<file path="config.mk">
export PLATFORM = sky130hd
export DESIGN_NAME = rv_exec_top
export DESIGN_NICKNAME = d
export VERILOG_FILES = /design/src/logic/rv_exec_pkg.sv /design/src/logic/rv_stage_if.sv /design/src/logic/rv_alu.sv /design/src/logic/rv_decode.sv /design/src/logic/rv_exec_top.sv /design/src/logic/rv_regfile.sv /design/src/logic/rv_writeback.sv
export SDC_FILE = /design/constraint.sdc
export NUM_CORES = 2
export LEC_CHECK = 0
export BUFFER_PORTS_ARGS = -buffer_cell sky130_fd_sc_hd__buf_4
export CAP_MARGIN = 20
export CORE_MARGIN = 2
export CORE_UTILIZATION = 25
export DETAILED_ROUTE_END_ITERATION = 6
export GPL_TIMING_DRIVEN = 0
export PLACE_DENSITY_LB_ADDON = 0.15
export SETUP_SLACK_MARGIN = 0.05
export SLEW_MARGIN = 20
export SYNTH_ARGS = -nofsm -noshare
export SYNTH_HDL_FRONTEND = slang
export SYNTH_HIERARCHICAL = 1
export SYNTH_SLANG_ARGS = --single-unit
</file>
<file path="constraint.sdc">
create_clock -name i_clk -period 5.15 [get_ports i_clk]
set_input_delay 1.545 -clock i_clk [delete_from_list [all_inputs] [get_ports i_clk]]
set_output_delay 1.545 -clock i_clk [all_outputs]
set_load 0.05 [all_outputs]
</file>
<file path="src/logic/rv_exec_pkg.sv">
package rv_exec_pkg;

    parameter int IADDR_SPACE_BITS = 32;

    typedef logic [31:0]                 xlen_t;
    typedef logic [IADDR_SPACE_BITS-1:0] iaddr_t;
    typedef logic [4:0]                  reg_idx_t;
    typedef logic [2:0]                  funct3_t;

    typedef struct packed {
        logic arith_add;
        logic arith_sub;
        logic arith_shl;
        logic arith_shr;
        logic shift_arithmetical;
        logic bits_xor;
        logic bits_or;
        logic bits_and;
        logic cmp_eq;
        logic cmp_lts;
        logic cmp_ltu;
        logic cmp_inversed;
    } alu_ctrl_t;

    // Result source of the execute stage.
    typedef struct packed {
        logic arith;
        logic cmp;
        logic bits;
        logic shift;
    } alu_res_t;

    // Nine classes need four bits.
    typedef enum logic [3:0] {
        op_alu,
        op_alui,
        op_lui,
        op_auipc,
        op_branch,
        op_jal,
        op_jalr,
        op_store,
        op_illegal
    } op_class_e;

endpackage

</file>
<file path="src/logic/rv_stage_if.sv">
`timescale 1ns/1ps

interface rv_issue_if #(
    parameter int IADDR_SPACE_BITS = 32
);
    logic                          valid;
    rv_exec_pkg::xlen_t            op1;
    rv_exec_pkg::xlen_t            op2;
    rv_exec_pkg::xlen_t            reg_data2;
    rv_exec_pkg::alu_ctrl_t        ctrl;
    rv_exec_pkg::alu_res_t         res;
    rv_exec_pkg::op_class_e        op_class;
    rv_exec_pkg::reg_idx_t         rd;
    logic [IADDR_SPACE_BITS-1:0]   pc;
    logic [IADDR_SPACE_BITS-1:0]   pc_next;
    logic [IADDR_SPACE_BITS-1:0]   target;
    logic                          branch_pred;
    logic [IADDR_SPACE_BITS-1:0]   pred_target;
    rv_exec_pkg::funct3_t          funct3;

    modport src (
        output valid, op1, op2, reg_data2, ctrl, res, op_class, rd,
        output pc, pc_next, target, branch_pred, pred_target, funct3
    );

    modport dst (
        input valid, op1, op2, reg_data2, ctrl, res, op_class, rd,
        input pc, pc_next, target, branch_pred, pred_target, funct3
    );
endinterface

interface rv_retire_if;
    logic                  valid;
    rv_exec_pkg::reg_idx_t rd;
    rv_exec_pkg::xlen_t    result;

    modport src (output valid, rd, result);
    modport dst (input valid, rd, result);
    // Forwarding tap for decode.
    modport snoop (input valid, rd, result);
endinterface

</file>
<file path="src/logic/rv_alu.sv">
`timescale 1ns/1ps

module rv_alu #(
    parameter int IADDR_SPACE_BITS  = 32,
    parameter bit BRANCH_PREDICTION = 1'b1
) (
    input  logic                          i_clk,
    input  logic                          i_rst_n,
    input  logic                          i_flush,
    rv_issue_if.dst                       i_issue,
    output logic                          o_pc_select,
    output logic [IADDR_SPACE_BITS-1:0]   o_pc_target,
    output logic                          o_st_valid,
    output rv_exec_pkg::xlen_t            o_st_addr,
    output rv_exec_pkg::xlen_t            o_st_wdata,
    output logic [3:0]                    o_st_wsel,
    rv_retire_if.src                      o_retire
);

    logic                          valid;
    rv_exec_pkg::xlen_t            op1;
    rv_exec_pkg::xlen_t            op2;
    rv_exec_pkg::xlen_t            reg_data2;
    rv_exec_pkg::alu_ctrl_t        ctrl;
    rv_exec_pkg::alu_res_t         res;
    rv_exec_pkg::op_class_e        op_class;
    rv_exec_pkg::reg_idx_t         rd;
    logic [IADDR_SPACE_BITS-1:0]   pc;
    logic [IADDR_SPACE_BITS-1:0]   pc_next;
    logic [IADDR_SPACE_BITS-1:0]   target;
    logic                          branch_pred;
    logic [IADDR_SPACE_BITS-1:0]   pred_target;
    rv_exec_pkg::funct3_t          funct3;

    logic                          op_b_sel;
    logic [32:0]                   add;
    logic                          overflow;
    logic                          eq;
    logic                          lts;
    logic                          ltu;
    logic                          cmp_result;
    rv_exec_pkg::xlen_t            shl;
    rv_exec_pkg::xlen_t            shr;
    rv_exec_pkg::xlen_t            arith_result;
    rv_exec_pkg::xlen_t            bits_result;
    rv_exec_pkg::xlen_t            shift_result;
    logic                          is_jump;
    logic                          is_branch;
    logic                          is_store;
    logic                          pred_ok;

    always_ff @(posedge i_clk or negedge i_rst_n)
    begin
        if (!i_rst_n)
            valid <= 1'b0;
        else
            valid <= i_issue.valid && !i_flush;
    end

    always_ff @(posedge i_clk)
    begin
        op1         <= i_issue.op1;
        op2         <= i_issue.op2;
        reg_data2   <= i_issue.reg_data2;
        ctrl        <= i_issue.ctrl;
        res         <= i_issue.res;
        op_class    <= i_issue.op_class;
        rd          <= i_issue.rd;
        pc          <= i_issue.pc;
        pc_next     <= i_issue.pc_next;
        target      <= i_issue.target;
        branch_pred <= i_issue.branch_pred;
        pred_target <= i_issue.pred_target;
        funct3      <= i_issue.funct3;
    end

    // One adder serves add, sub and compares.
    assign op_b_sel = ctrl.arith_sub | res.cmp;
    assign add      = {1'b0, op1} + {1'b0, op_b_sel ? ~op2 : op2} + 33'(op_b_sel);
    assign overflow = (op1[31] ^ op2[31]) & (op1[31] ^ add[31]);

    assign eq         = (op1 == op2);
    assign lts        = add[31] ^ overflow;
    assign ltu        = !add[32];
    assign cmp_result = ctrl.cmp_inversed ^
                        ((ctrl.cmp_eq & eq) | (ctrl.cmp_lts & lts) | (ctrl.cmp_ltu & ltu));

    assign shl = op1 << op2[4:0];
    assign shr = 32'($signed({ctrl.shift_arithmetical & op1[31], op1}) >>> op2[4:0]);

    assign arith_result = {32{ctrl.arith_add | ctrl.arith_sub}} & add[31:0];
    assign bits_result  = ({32{ctrl.bits_xor}} & (op1 ^ op2)) |
                          ({32{ctrl.bits_or}}  & (op1 | op2)) |
                          ({32{ctrl.bits_and}} & (op1 & op2));
    assign shift_result = ({32{ctrl.arith_shl}} & shl) | ({32{ctrl.arith_shr}} & shr);

    assign is_jump   = (op_class == rv_exec_pkg::op_jal) || (op_class == rv_exec_pkg::op_jalr);
    assign is_branch = (op_class == rv_exec_pkg::op_branch);
    assign is_store  = (op_class == rv_exec_pkg::op_store);

    // Fetch already followed a prediction that matches the target.
    assign pred_ok     = BRANCH_PREDICTION && branch_pred && (pred_target == target);
    assign o_pc_select = valid && ((is_jump || (is_branch && cmp_result)) ^ pred_ok);
    assign o_pc_target = pred_ok ? pc_next : target;

    assign o_st_valid = valid && is_store;
    assign o_st_addr  = add[31:0];

    always_comb
    begin
        case (funct3[1:0])
            2'b00:
            begin
                o_st_wdata = {4{reg_data2[7:0]}};
                o_st_wsel  = 4'b0001 << add[1:0];
            end
            2'b01:
            begin
                o_st_wdata = {2{reg_data2[15:0]}};
                o_st_wsel  = add[1] ? 4'b1100 : 4'b0011;
            end
            default:
            begin
                o_st_wdata = reg_data2;
                o_st_wsel  = 4'b1111;
            end
        endcase
    end

    // Branches and stores write no register.
    assign o_retire.valid  = valid && !is_branch && !is_store;
    assign o_retire.rd     = rd;
    assign o_retire.result = is_jump   ? rv_exec_pkg::xlen_t'(pc_next) :
                             res.cmp   ? {31'b0, cmp_result} :
                             res.bits  ? bits_result :
                             res.shift ? shift_result :
                             res.arith ? arith_result : 32'(pc);

endmodule

</file>
<file path="src/logic/rv_decode.sv">
`timescale 1ns/1ps

module rv_decode #(
    parameter int IADDR_SPACE_BITS = 32
) (
    input  logic                          i_valid,
    input  rv_exec_pkg::xlen_t            i_instr,
    input  logic [IADDR_SPACE_BITS-1:0]   i_pc,
    input  logic                          i_branch_pred,
    input  logic [IADDR_SPACE_BITS-1:0]   i_pred_target,
    output rv_exec_pkg::reg_idx_t         o_rs1,
    output rv_exec_pkg::reg_idx_t         o_rs2,
    input  rv_exec_pkg::xlen_t            i_rs1_data,
    input  rv_exec_pkg::xlen_t            i_rs2_data,
    input  logic                          i_wb_we,
    input  rv_exec_pkg::reg_idx_t         i_wb_rd,
    input  rv_exec_pkg::xlen_t            i_wb_data,
    rv_retire_if.snoop                    i_fwd,
    rv_issue_if.src                       o_issue
);

    logic [6:0]             opcode;
    rv_exec_pkg::funct3_t   funct3;
    logic                   funct7_b5;
    rv_exec_pkg::op_class_e op_class;
    rv_exec_pkg::xlen_t     imm;
    rv_exec_pkg::xlen_t     pc_ext;
    rv_exec_pkg::xlen_t     rs1_val;
    rv_exec_pkg::xlen_t     rs2_val;
    rv_exec_pkg::xlen_t     target_sum;
    rv_exec_pkg::alu_ctrl_t ctrl;
    rv_exec_pkg::alu_res_t  res;

    // Execute result first, then writeback, then the register file.
    function automatic rv_exec_pkg::xlen_t fwd(rv_exec_pkg::reg_idx_t idx,
                                               rv_exec_pkg::xlen_t rf_data);
        if (i_fwd.valid && (i_fwd.rd == idx) && (idx != '0))
            return i_fwd.result;
        else if (i_wb_we && (i_wb_rd == idx))
            return i_wb_data;
        else
            return rf_data;
    endfunction

    assign opcode    = i_instr[6:0];
    assign funct3    = i_instr[14:12];
    assign funct7_b5 = i_instr[30];
    assign o_rs1     = i_instr[19:15];
    assign o_rs2     = i_instr[24:20];
    assign pc_ext    = rv_exec_pkg::xlen_t'(i_pc);
    assign rs1_val   = fwd(o_rs1, i_rs1_data);
    assign rs2_val   = fwd(o_rs2, i_rs2_data);

    always_comb
    begin
        op_class = rv_exec_pkg::op_illegal;
        imm      = {{20{i_instr[31]}}, i_instr[31:20]};
        case (opcode)
            7'b0110011: op_class = rv_exec_pkg::op_alu;
            7'b0010011: op_class = rv_exec_pkg::op_alui;
            7'b1100111: op_class = rv_exec_pkg::op_jalr;
            7'b0110111,
            7'b0010111:
            begin
                op_class = opcode[5] ? rv_exec_pkg::op_lui : rv_exec_pkg::op_auipc;
                imm      = {i_instr[31:12], 12'b0};
            end
            7'b1100011:
            begin
                op_class = rv_exec_pkg::op_branch;
                imm      = {{19{i_instr[31]}}, i_instr[31], i_instr[7],
                            i_instr[30:25], i_instr[11:8], 1'b0};
            end
            7'b1101111:
            begin
                op_class = rv_exec_pkg::op_jal;
                imm      = {{11{i_instr[31]}}, i_instr[31], i_instr[19:12],
                            i_instr[20], i_instr[30:21], 1'b0};
            end
            7'b0100011:
            begin
                op_class = rv_exec_pkg::op_store;
                imm      = {{20{i_instr[31]}}, i_instr[31:25], i_instr[11:7]};
            end
            default: op_class = rv_exec_pkg::op_illegal;
        endcase
    end

    always_comb
    begin
        ctrl = '0;
        res  = '0;
        case (op_class)
            rv_exec_pkg::op_alu,
            rv_exec_pkg::op_alui:
            begin
                case (funct3)
                    3'b000:
                    begin
                        // Only the register form can subtract.
                        ctrl.arith_sub = (op_class == rv_exec_pkg::op_alu) && funct7_b5;
                        ctrl.arith_add = !ctrl.arith_sub;
                        res.arith      = 1'b1;
                    end
                    3'b001: {ctrl.arith_shl, res.shift} = 2'b11;
                    3'b010: {ctrl.cmp_lts, res.cmp} = 2'b11;
                    3'b011: {ctrl.cmp_ltu, res.cmp} = 2'b11;
                    3'b100: {ctrl.bits_xor, res.bits} = 2'b11;
                    3'b101:
                    begin
                        ctrl.arith_shr          = 1'b1;
                        ctrl.shift_arithmetical = funct7_b5;
                        res.shift               = 1'b1;
                    end
                    3'b110: {ctrl.bits_or, res.bits} = 2'b11;
                    default: {ctrl.bits_and, res.bits} = 2'b11;
                endcase
            end
            rv_exec_pkg::op_branch:
            begin
                ctrl.cmp_eq       = !funct3[2];
                ctrl.cmp_lts      = (funct3[2:1] == 2'b10);
                ctrl.cmp_ltu      = (funct3[2:1] == 2'b11);
                ctrl.cmp_inversed = funct3[0];
                res.cmp           = 1'b1;
            end
            default: {ctrl.arith_add, res.arith} = 2'b11;
        endcase
    end

    // Jump and branch target, bit 0 cleared for jalr.
    assign target_sum = ((op_class == rv_exec_pkg::op_jalr) ? rs1_val : pc_ext) + imm;

    assign o_issue.valid       = i_valid && (op_class != rv_exec_pkg::op_illegal);
    assign o_issue.op1         = (op_class == rv_exec_pkg::op_lui)   ? '0 :
                                 (op_class == rv_exec_pkg::op_auipc) ? pc_ext : rs1_val;
    assign o_issue.op2         = ((op_class == rv_exec_pkg::op_alu) ||
                                  (op_class == rv_exec_pkg::op_branch)) ? rs2_val : imm;
    assign o_issue.reg_data2   = rs2_val;
    assign o_issue.ctrl        = ctrl;
    assign o_issue.res         = res;
    assign o_issue.op_class    = op_class;
    assign o_issue.rd          = i_instr[11:7];
    assign o_issue.pc          = i_pc;
    assign o_issue.pc_next     = i_pc + IADDR_SPACE_BITS'(4);
    assign o_issue.target      = {target_sum[IADDR_SPACE_BITS-1:1],
                                  target_sum[0] & (op_class != rv_exec_pkg::op_jalr)};
    assign o_issue.branch_pred = i_branch_pred;
    assign o_issue.pred_target = i_pred_target;
    assign o_issue.funct3      = funct3;

endmodule

</file>
<file path="src/logic/rv_exec_top.sv">
`timescale 1ns/1ps

module rv_exec_top #(
    parameter int IADDR_SPACE_BITS  = $bits(rv_exec_pkg::iaddr_t),
    parameter bit BRANCH_PREDICTION = 1'b1
) (
    input  logic                          i_clk,
    input  logic                          i_rst_n,
    input  logic                          i_flush,
    input  logic                          i_valid,
    input  logic [31:0]                   i_instr,
    input  logic [IADDR_SPACE_BITS-1:0]   i_pc,
    input  logic                          i_branch_pred,
    input  logic [IADDR_SPACE_BITS-1:0]   i_pred_target,
    output logic                          o_pc_select,
    output logic [IADDR_SPACE_BITS-1:0]   o_pc_target,
    output logic                          o_st_valid,
    output logic [31:0]                   o_st_addr,
    output logic [31:0]                   o_st_wdata,
    output logic [3:0]                    o_st_wsel,
    output logic                          o_wb_valid,
    output logic [4:0]                    o_wb_rd,
    output logic [31:0]                   o_wb_data
);

    rv_exec_pkg::reg_idx_t rs1;
    rv_exec_pkg::reg_idx_t rs2;
    rv_exec_pkg::xlen_t    rs1_data;
    rv_exec_pkg::xlen_t    rs2_data;
    logic                  wb_we;
    rv_exec_pkg::reg_idx_t wb_rd;
    rv_exec_pkg::xlen_t    wb_data;

    rv_issue_if #(.IADDR_SPACE_BITS(IADDR_SPACE_BITS)) issue_bus ();
    rv_retire_if retire_bus ();

    rv_decode #(
        .IADDR_SPACE_BITS (IADDR_SPACE_BITS)
    ) u_decode (
        .i_valid       (i_valid),
        .i_instr       (i_instr),
        .i_pc          (i_pc),
        .i_branch_pred (i_branch_pred),
        .i_pred_target (i_pred_target),
        .o_rs1         (rs1),
        .o_rs2         (rs2),
        .i_rs1_data    (rs1_data),
        .i_rs2_data    (rs2_data),
        .i_wb_we       (wb_we),
        .i_wb_rd       (wb_rd),
        .i_wb_data     (wb_data),
        .i_fwd         (retire_bus.snoop),
        .o_issue       (issue_bus.src)
    );

    rv_regfile u_regfile (
        .i_clk      (i_clk),
        .i_rst_n    (i_rst_n),
        .i_rs1      (rs1),
        .i_rs2      (rs2),
        .o_rs1_data (rs1_data),
        .o_rs2_data (rs2_data),
        .i_we       (wb_we),
        .i_rd       (wb_rd),
        .i_wdata    (wb_data)
    );

    rv_alu #(
        .IADDR_SPACE_BITS  (IADDR_SPACE_BITS),
        .BRANCH_PREDICTION (BRANCH_PREDICTION)
    ) u_alu (
        .i_clk       (i_clk),
        .i_rst_n     (i_rst_n),
        .i_flush     (i_flush),
        .i_issue     (issue_bus.dst),
        .o_pc_select (o_pc_select),
        .o_pc_target (o_pc_target),
        .o_st_valid  (o_st_valid),
        .o_st_addr   (o_st_addr),
        .o_st_wdata  (o_st_wdata),
        .o_st_wsel   (o_st_wsel),
        .o_retire    (retire_bus.src)
    );

    rv_writeback u_writeback (
        .i_clk      (i_clk),
        .i_rst_n    (i_rst_n),
        .i_flush    (i_flush),
        .i_retire   (retire_bus.dst),
        .o_we       (wb_we),
        .o_rd       (wb_rd),
        .o_data     (wb_data),
        .o_wb_valid (o_wb_valid),
        .o_wb_rd    (o_wb_rd),
        .o_wb_data  (o_wb_data)
    );

endmodule

</file>
<file path="src/logic/rv_regfile.sv">
`timescale 1ns/1ps

module rv_regfile (
    input  logic                  i_clk,
    input  logic                  i_rst_n,
    input  rv_exec_pkg::reg_idx_t i_rs1,
    input  rv_exec_pkg::reg_idx_t i_rs2,
    output rv_exec_pkg::xlen_t    o_rs1_data,
    output rv_exec_pkg::xlen_t    o_rs2_data,
    input  logic                  i_we,
    input  rv_exec_pkg::reg_idx_t i_rd,
    input  rv_exec_pkg::xlen_t    i_wdata
);

    // No storage for x0.
    rv_exec_pkg::xlen_t regs [31:1];

    always_ff @(posedge i_clk or negedge i_rst_n)
    begin
        if (!i_rst_n)
        begin
            for (int i = 1; i < 32; i++)
            begin
                regs[i] <= '0;
            end
        end
        else if (i_we && (i_rd != '0))
        begin
            regs[i_rd] <= i_wdata;
        end
    end

    assign o_rs1_data = (i_rs1 == '0) ? '0 : regs[i_rs1];
    assign o_rs2_data = (i_rs2 == '0) ? '0 : regs[i_rs2];

endmodule

</file>
<file path="src/logic/rv_writeback.sv">
`timescale 1ns/1ps

module rv_writeback (
    input  logic                  i_clk,
    input  logic                  i_rst_n,
    input  logic                  i_flush,
    rv_retire_if.dst              i_retire,
    output logic                  o_we,
    output rv_exec_pkg::reg_idx_t o_rd,
    output rv_exec_pkg::xlen_t    o_data,
    output logic                  o_wb_valid,
    output rv_exec_pkg::reg_idx_t o_wb_rd,
    output rv_exec_pkg::xlen_t    o_wb_data
);

    logic                  valid;
    rv_exec_pkg::reg_idx_t rd;
    rv_exec_pkg::xlen_t    data;

    always_ff @(posedge i_clk or negedge i_rst_n)
    begin
        if (!i_rst_n)
            valid <= 1'b0;
        else
            valid <= i_retire.valid && !i_flush;
    end

    always_ff @(posedge i_clk)
    begin
        rd   <= i_retire.rd;
        data <= i_retire.result;
    end

    // x0 still retires but never writes.
    assign o_we   = valid && (rd != '0);
    assign o_rd   = rd;
    assign o_data = data;

    assign o_wb_valid = valid;
    assign o_wb_rd    = rd;
    assign o_wb_data  = data;

endmodule

</file>
==> results.py <==
metrics = {
    "status": {
        "outcome": "finished with violations",
        "violations": "setup timing",
    },
    "power": {
        "leakagePower_nw": 40.97,
        "p_total_mw": 28.62,
        "peakVddDrop_uv": 255.1,
        "power.density_nw_per_um2": 305.2,
    },
    "placement": {
        "hpwlAfterDp_mm": 298.5,
        "gp_congestion": 0.9600,
        "port_buffers": 202,
    },
    "critical_path": {
        "slowest_delay_ns": 0.84,
        "cpLargestDelayFamily": "compound AO/OA/AOI/OAI gates",
        "startpoint_type": "flip-flop",
        "cp_num_buf_inv": 3,
        "cp-end-kind": "output pin",
        "crit_slowest_cell": "dfxtp_1",
        "path_class": "reg2out",
        "crit_path_cell_trace": "ha_1, buf_6, nand2_4, nor2_2, and2_4, a221oi_4, a2111oi_4, buf_4, or3_4, and3_4, o311ai_4, o41ai_4, buf_6",
        "cp_max_fo": 11,
        "critPathMostFrequentCell": "buf_6",
        "crit_required_ns": 3.61,
        "cp_data_arrival_time_ns": 4.40,
    },
    "synth": {
        "syn_avg_cell_area_um2": 12.28,
        "syn-instance-count": 6124,
        "syn_nets": 6355,
        "syn_area_um2": 75200,
        "yosysWarnings": 6,
    },
    "timing": {
        "fmax_mhz": 168.1,
        "post-route-period-util_pct": 115.5,
        "slew_violations": 0,
        "final.setup_skew_ns": 0.07995,
        "layout_min_cycle_time_ns": 5.949,
        "holdWs_ns": 0.4050,
        "max_slew.worst_pin.slew_ns": 1.210,
        "relSlewSlack_pct": 19.30,
        "setup_violations": 47,
        "rsz0062_at_grt": "yes",
        "worst_slack_ns": -0.7990,
        "final_hold_viol_count": 0,
    },
    "detailed_routing": {
        "via_count": 57869,
        "drt_wl_total_mm": 381.8,
        "ant_nets": 0,
        "viasPerCell": 5.355,
        "routedWlPerCell_um": 35.33,
        "drt-initial-drc-count": 5394,
        "drc_errors": 0,
        "drt_pass1_iterations": 6,
    },
    "finish": {
        "nNetsFinal": 6947,
        "fillCellCount": 30162,
        "area_growth_pct": 24.71,
        "final_layout_size_suffix_gt1_share_pct": 47.07,
    },
    "global_routing": {
        "grt_usage_pct": 24.36,
        "antenna_found_initial": 26,
        "grt_max_degree": 129,
        "grt_pass1_vias": 57943,
        "grt-ovfl-total": 0,
        "grt_pass1_wl_mm": 514.2,
    },
    "hold_path": {
        "min_path_type": "reg2reg",
    },
    "clock_network": {
        "clockRootBuffer": "clkbuf_16",
        "cts_sinks": 1283,
        "cts_max_level": 4,
        "ctsLongestPathBuffers": 4,
        "clkLatencyLatePin_ns": 0.90,
        "clkTransAtPathRegs_ns": 0.05,
        "cts_made_buffers": 166,
        "cts_tree": "yes",
    },
    "die": {
        "die_x_um": 552.5,
        "initial_utilization_pct": 25.11,
        "io_pins": 241,
        "chipHeight_um": 552.5,
        "core_area_um2": 299500,
        "die_area_um2": 305200,
        "rows": 201,
    },
    "flow_run": {
        "maxCapViolCount": 0,
    },
}
[final timing paths]
path,start,to,slack (ns),cells after the start
max,u_alu/op1[20],o_pc_select,-0.80,13
min,u_alu/o_retire.rd[4],u_writeback/o_rd[4],0.41,0
max reg2reg,u_alu/ctrl[10],u_alu/target[30],-0.54,28
min reg2reg,u_alu/o_retire.rd[4],u_writeback/o_rd[4],0.41,0
max in group asynchronous,i_rst_n,u_regfile/regs[938],1.96,5
min in group asynchronous,i_rst_n,u_regfile/regs[172],0.55,1
[flip-flops by register name (all words and copies together) (netlist names)]
register	count
u_writeback/o_rd	5
u_alu/op1	32
u_alu/reg_data2	32
u_writeback/o_wb_valid	1
u_alu/op_class	4
u_alu/valid	1
u_alu/pred_target	32
u_alu/op2	32
u_alu/pc	32
u_alu/o_retire.rd	5
u_regfile/regs	992
u_alu/target	32
u_alu/pc_next	32
u_alu/branch_pred	1
u_writeback/o_data	32
u_alu/res	4
u_alu/ctrl	12
u_alu/funct3	2
[stage by stage]
step / worst slack (ns) / cell area (um2) / std cells / util, % / setup TNS (ns)
after floorplan: -0.1526 / 75620 / 6124 / - / -1.005
after global placement: -10.19 / 82090 / 10284 / 27.41 / -
after detailed placement: -3.177 / 82500 / 10299 / 27.54 / -188.16
after CTS: -0.8717 / 91740 / 10702 / 30.63 / -16.93
after global routing: -0.8402 / 93760 / 10794 / 31.30 / -17.20
final: -0.7990 / 93790 / 10806 / 31.31 / -14.65
[where the power goes]
part / switching [mW] / leakage, nW / internal, mW
clock: 4.78 / 2.62 / 6.86
combinational: 3.88 / 22.1 / 2.09
sequential: 0.671 / 16.3 / 10.3
total: 9.33 / 41.0 / 19.3
[cell usage in the layout, fill, tap and decap left out, types with 92 or more instances in the layout]
| master | count |
|---|---|
| a21oi_1 | 99 |
| buf_4 | 483 |
| clkbuf_1 | 289 |
| clkbuf_16 | 175 |
| dfrtp_1 | 994 |
| dfxtp_1 | 265 |
| ha_1 | 92 |
| mux2_2 | 1158 |
| mux2i_1 | 162 |
| mux4_2 | 508 |
| nand2_1 | 351 |
| nor2_1 | 179 |
| o21ai_0 | 136 |
[final cells by class]
class / count / area, um2 / share of cell area, %
inverter: 93 / 366.6 / 0.3909
antenna: 14 / 35.03 / 0.03735
clock buffer: 250 / 4922 / 5.248
multi-input combinational: 4077 / 44080 / 47.00
timing repair buffer: 437 / 4045 / 4.313
buffer: 658 / 4295 / 4.580
clock inverter: 36 / 376.6 / 0.4016
tap: 3958 / 4952 / 5.280
sequential: 1283 / 30720 / 32.75
[per-layer routing]
layer | share of wire (%) | GRT usage, % | vias to the layer above
li1 | - | - | 24113
met4 | 6.0 | 12.52 | 6
met1 | 42 | 32.18 | 30647
met5 | 0.0092 | 0 | -
met2 | 46 | 38.69 | 2460
met3 | 6.0 | 3.489 | 643
[repair_timing]
action / in CTS / in global routing
buffers inserted: 127 / 95
hold buffers: 0 / 0
pin swaps: 108 / 85
cloned: 1 / 1
setup endpoints to repair: 207 / 108
gates resized for setup: 708 / 314
[worst reg2reg max path, delay by kind of cell (launching register included)]
family                   cells  cell delay [ns]
AO/OA/AOI/OAI               12             2.48
XOR/XNOR                     3             0.66
adder cells (fa/ha/maj)      2             0.71
buffers and inverters        6             0.85
flip-flops                   1             0.36
AND/OR/NAND/NOR              5             0.50
Power figures use the tool's default switching activity.
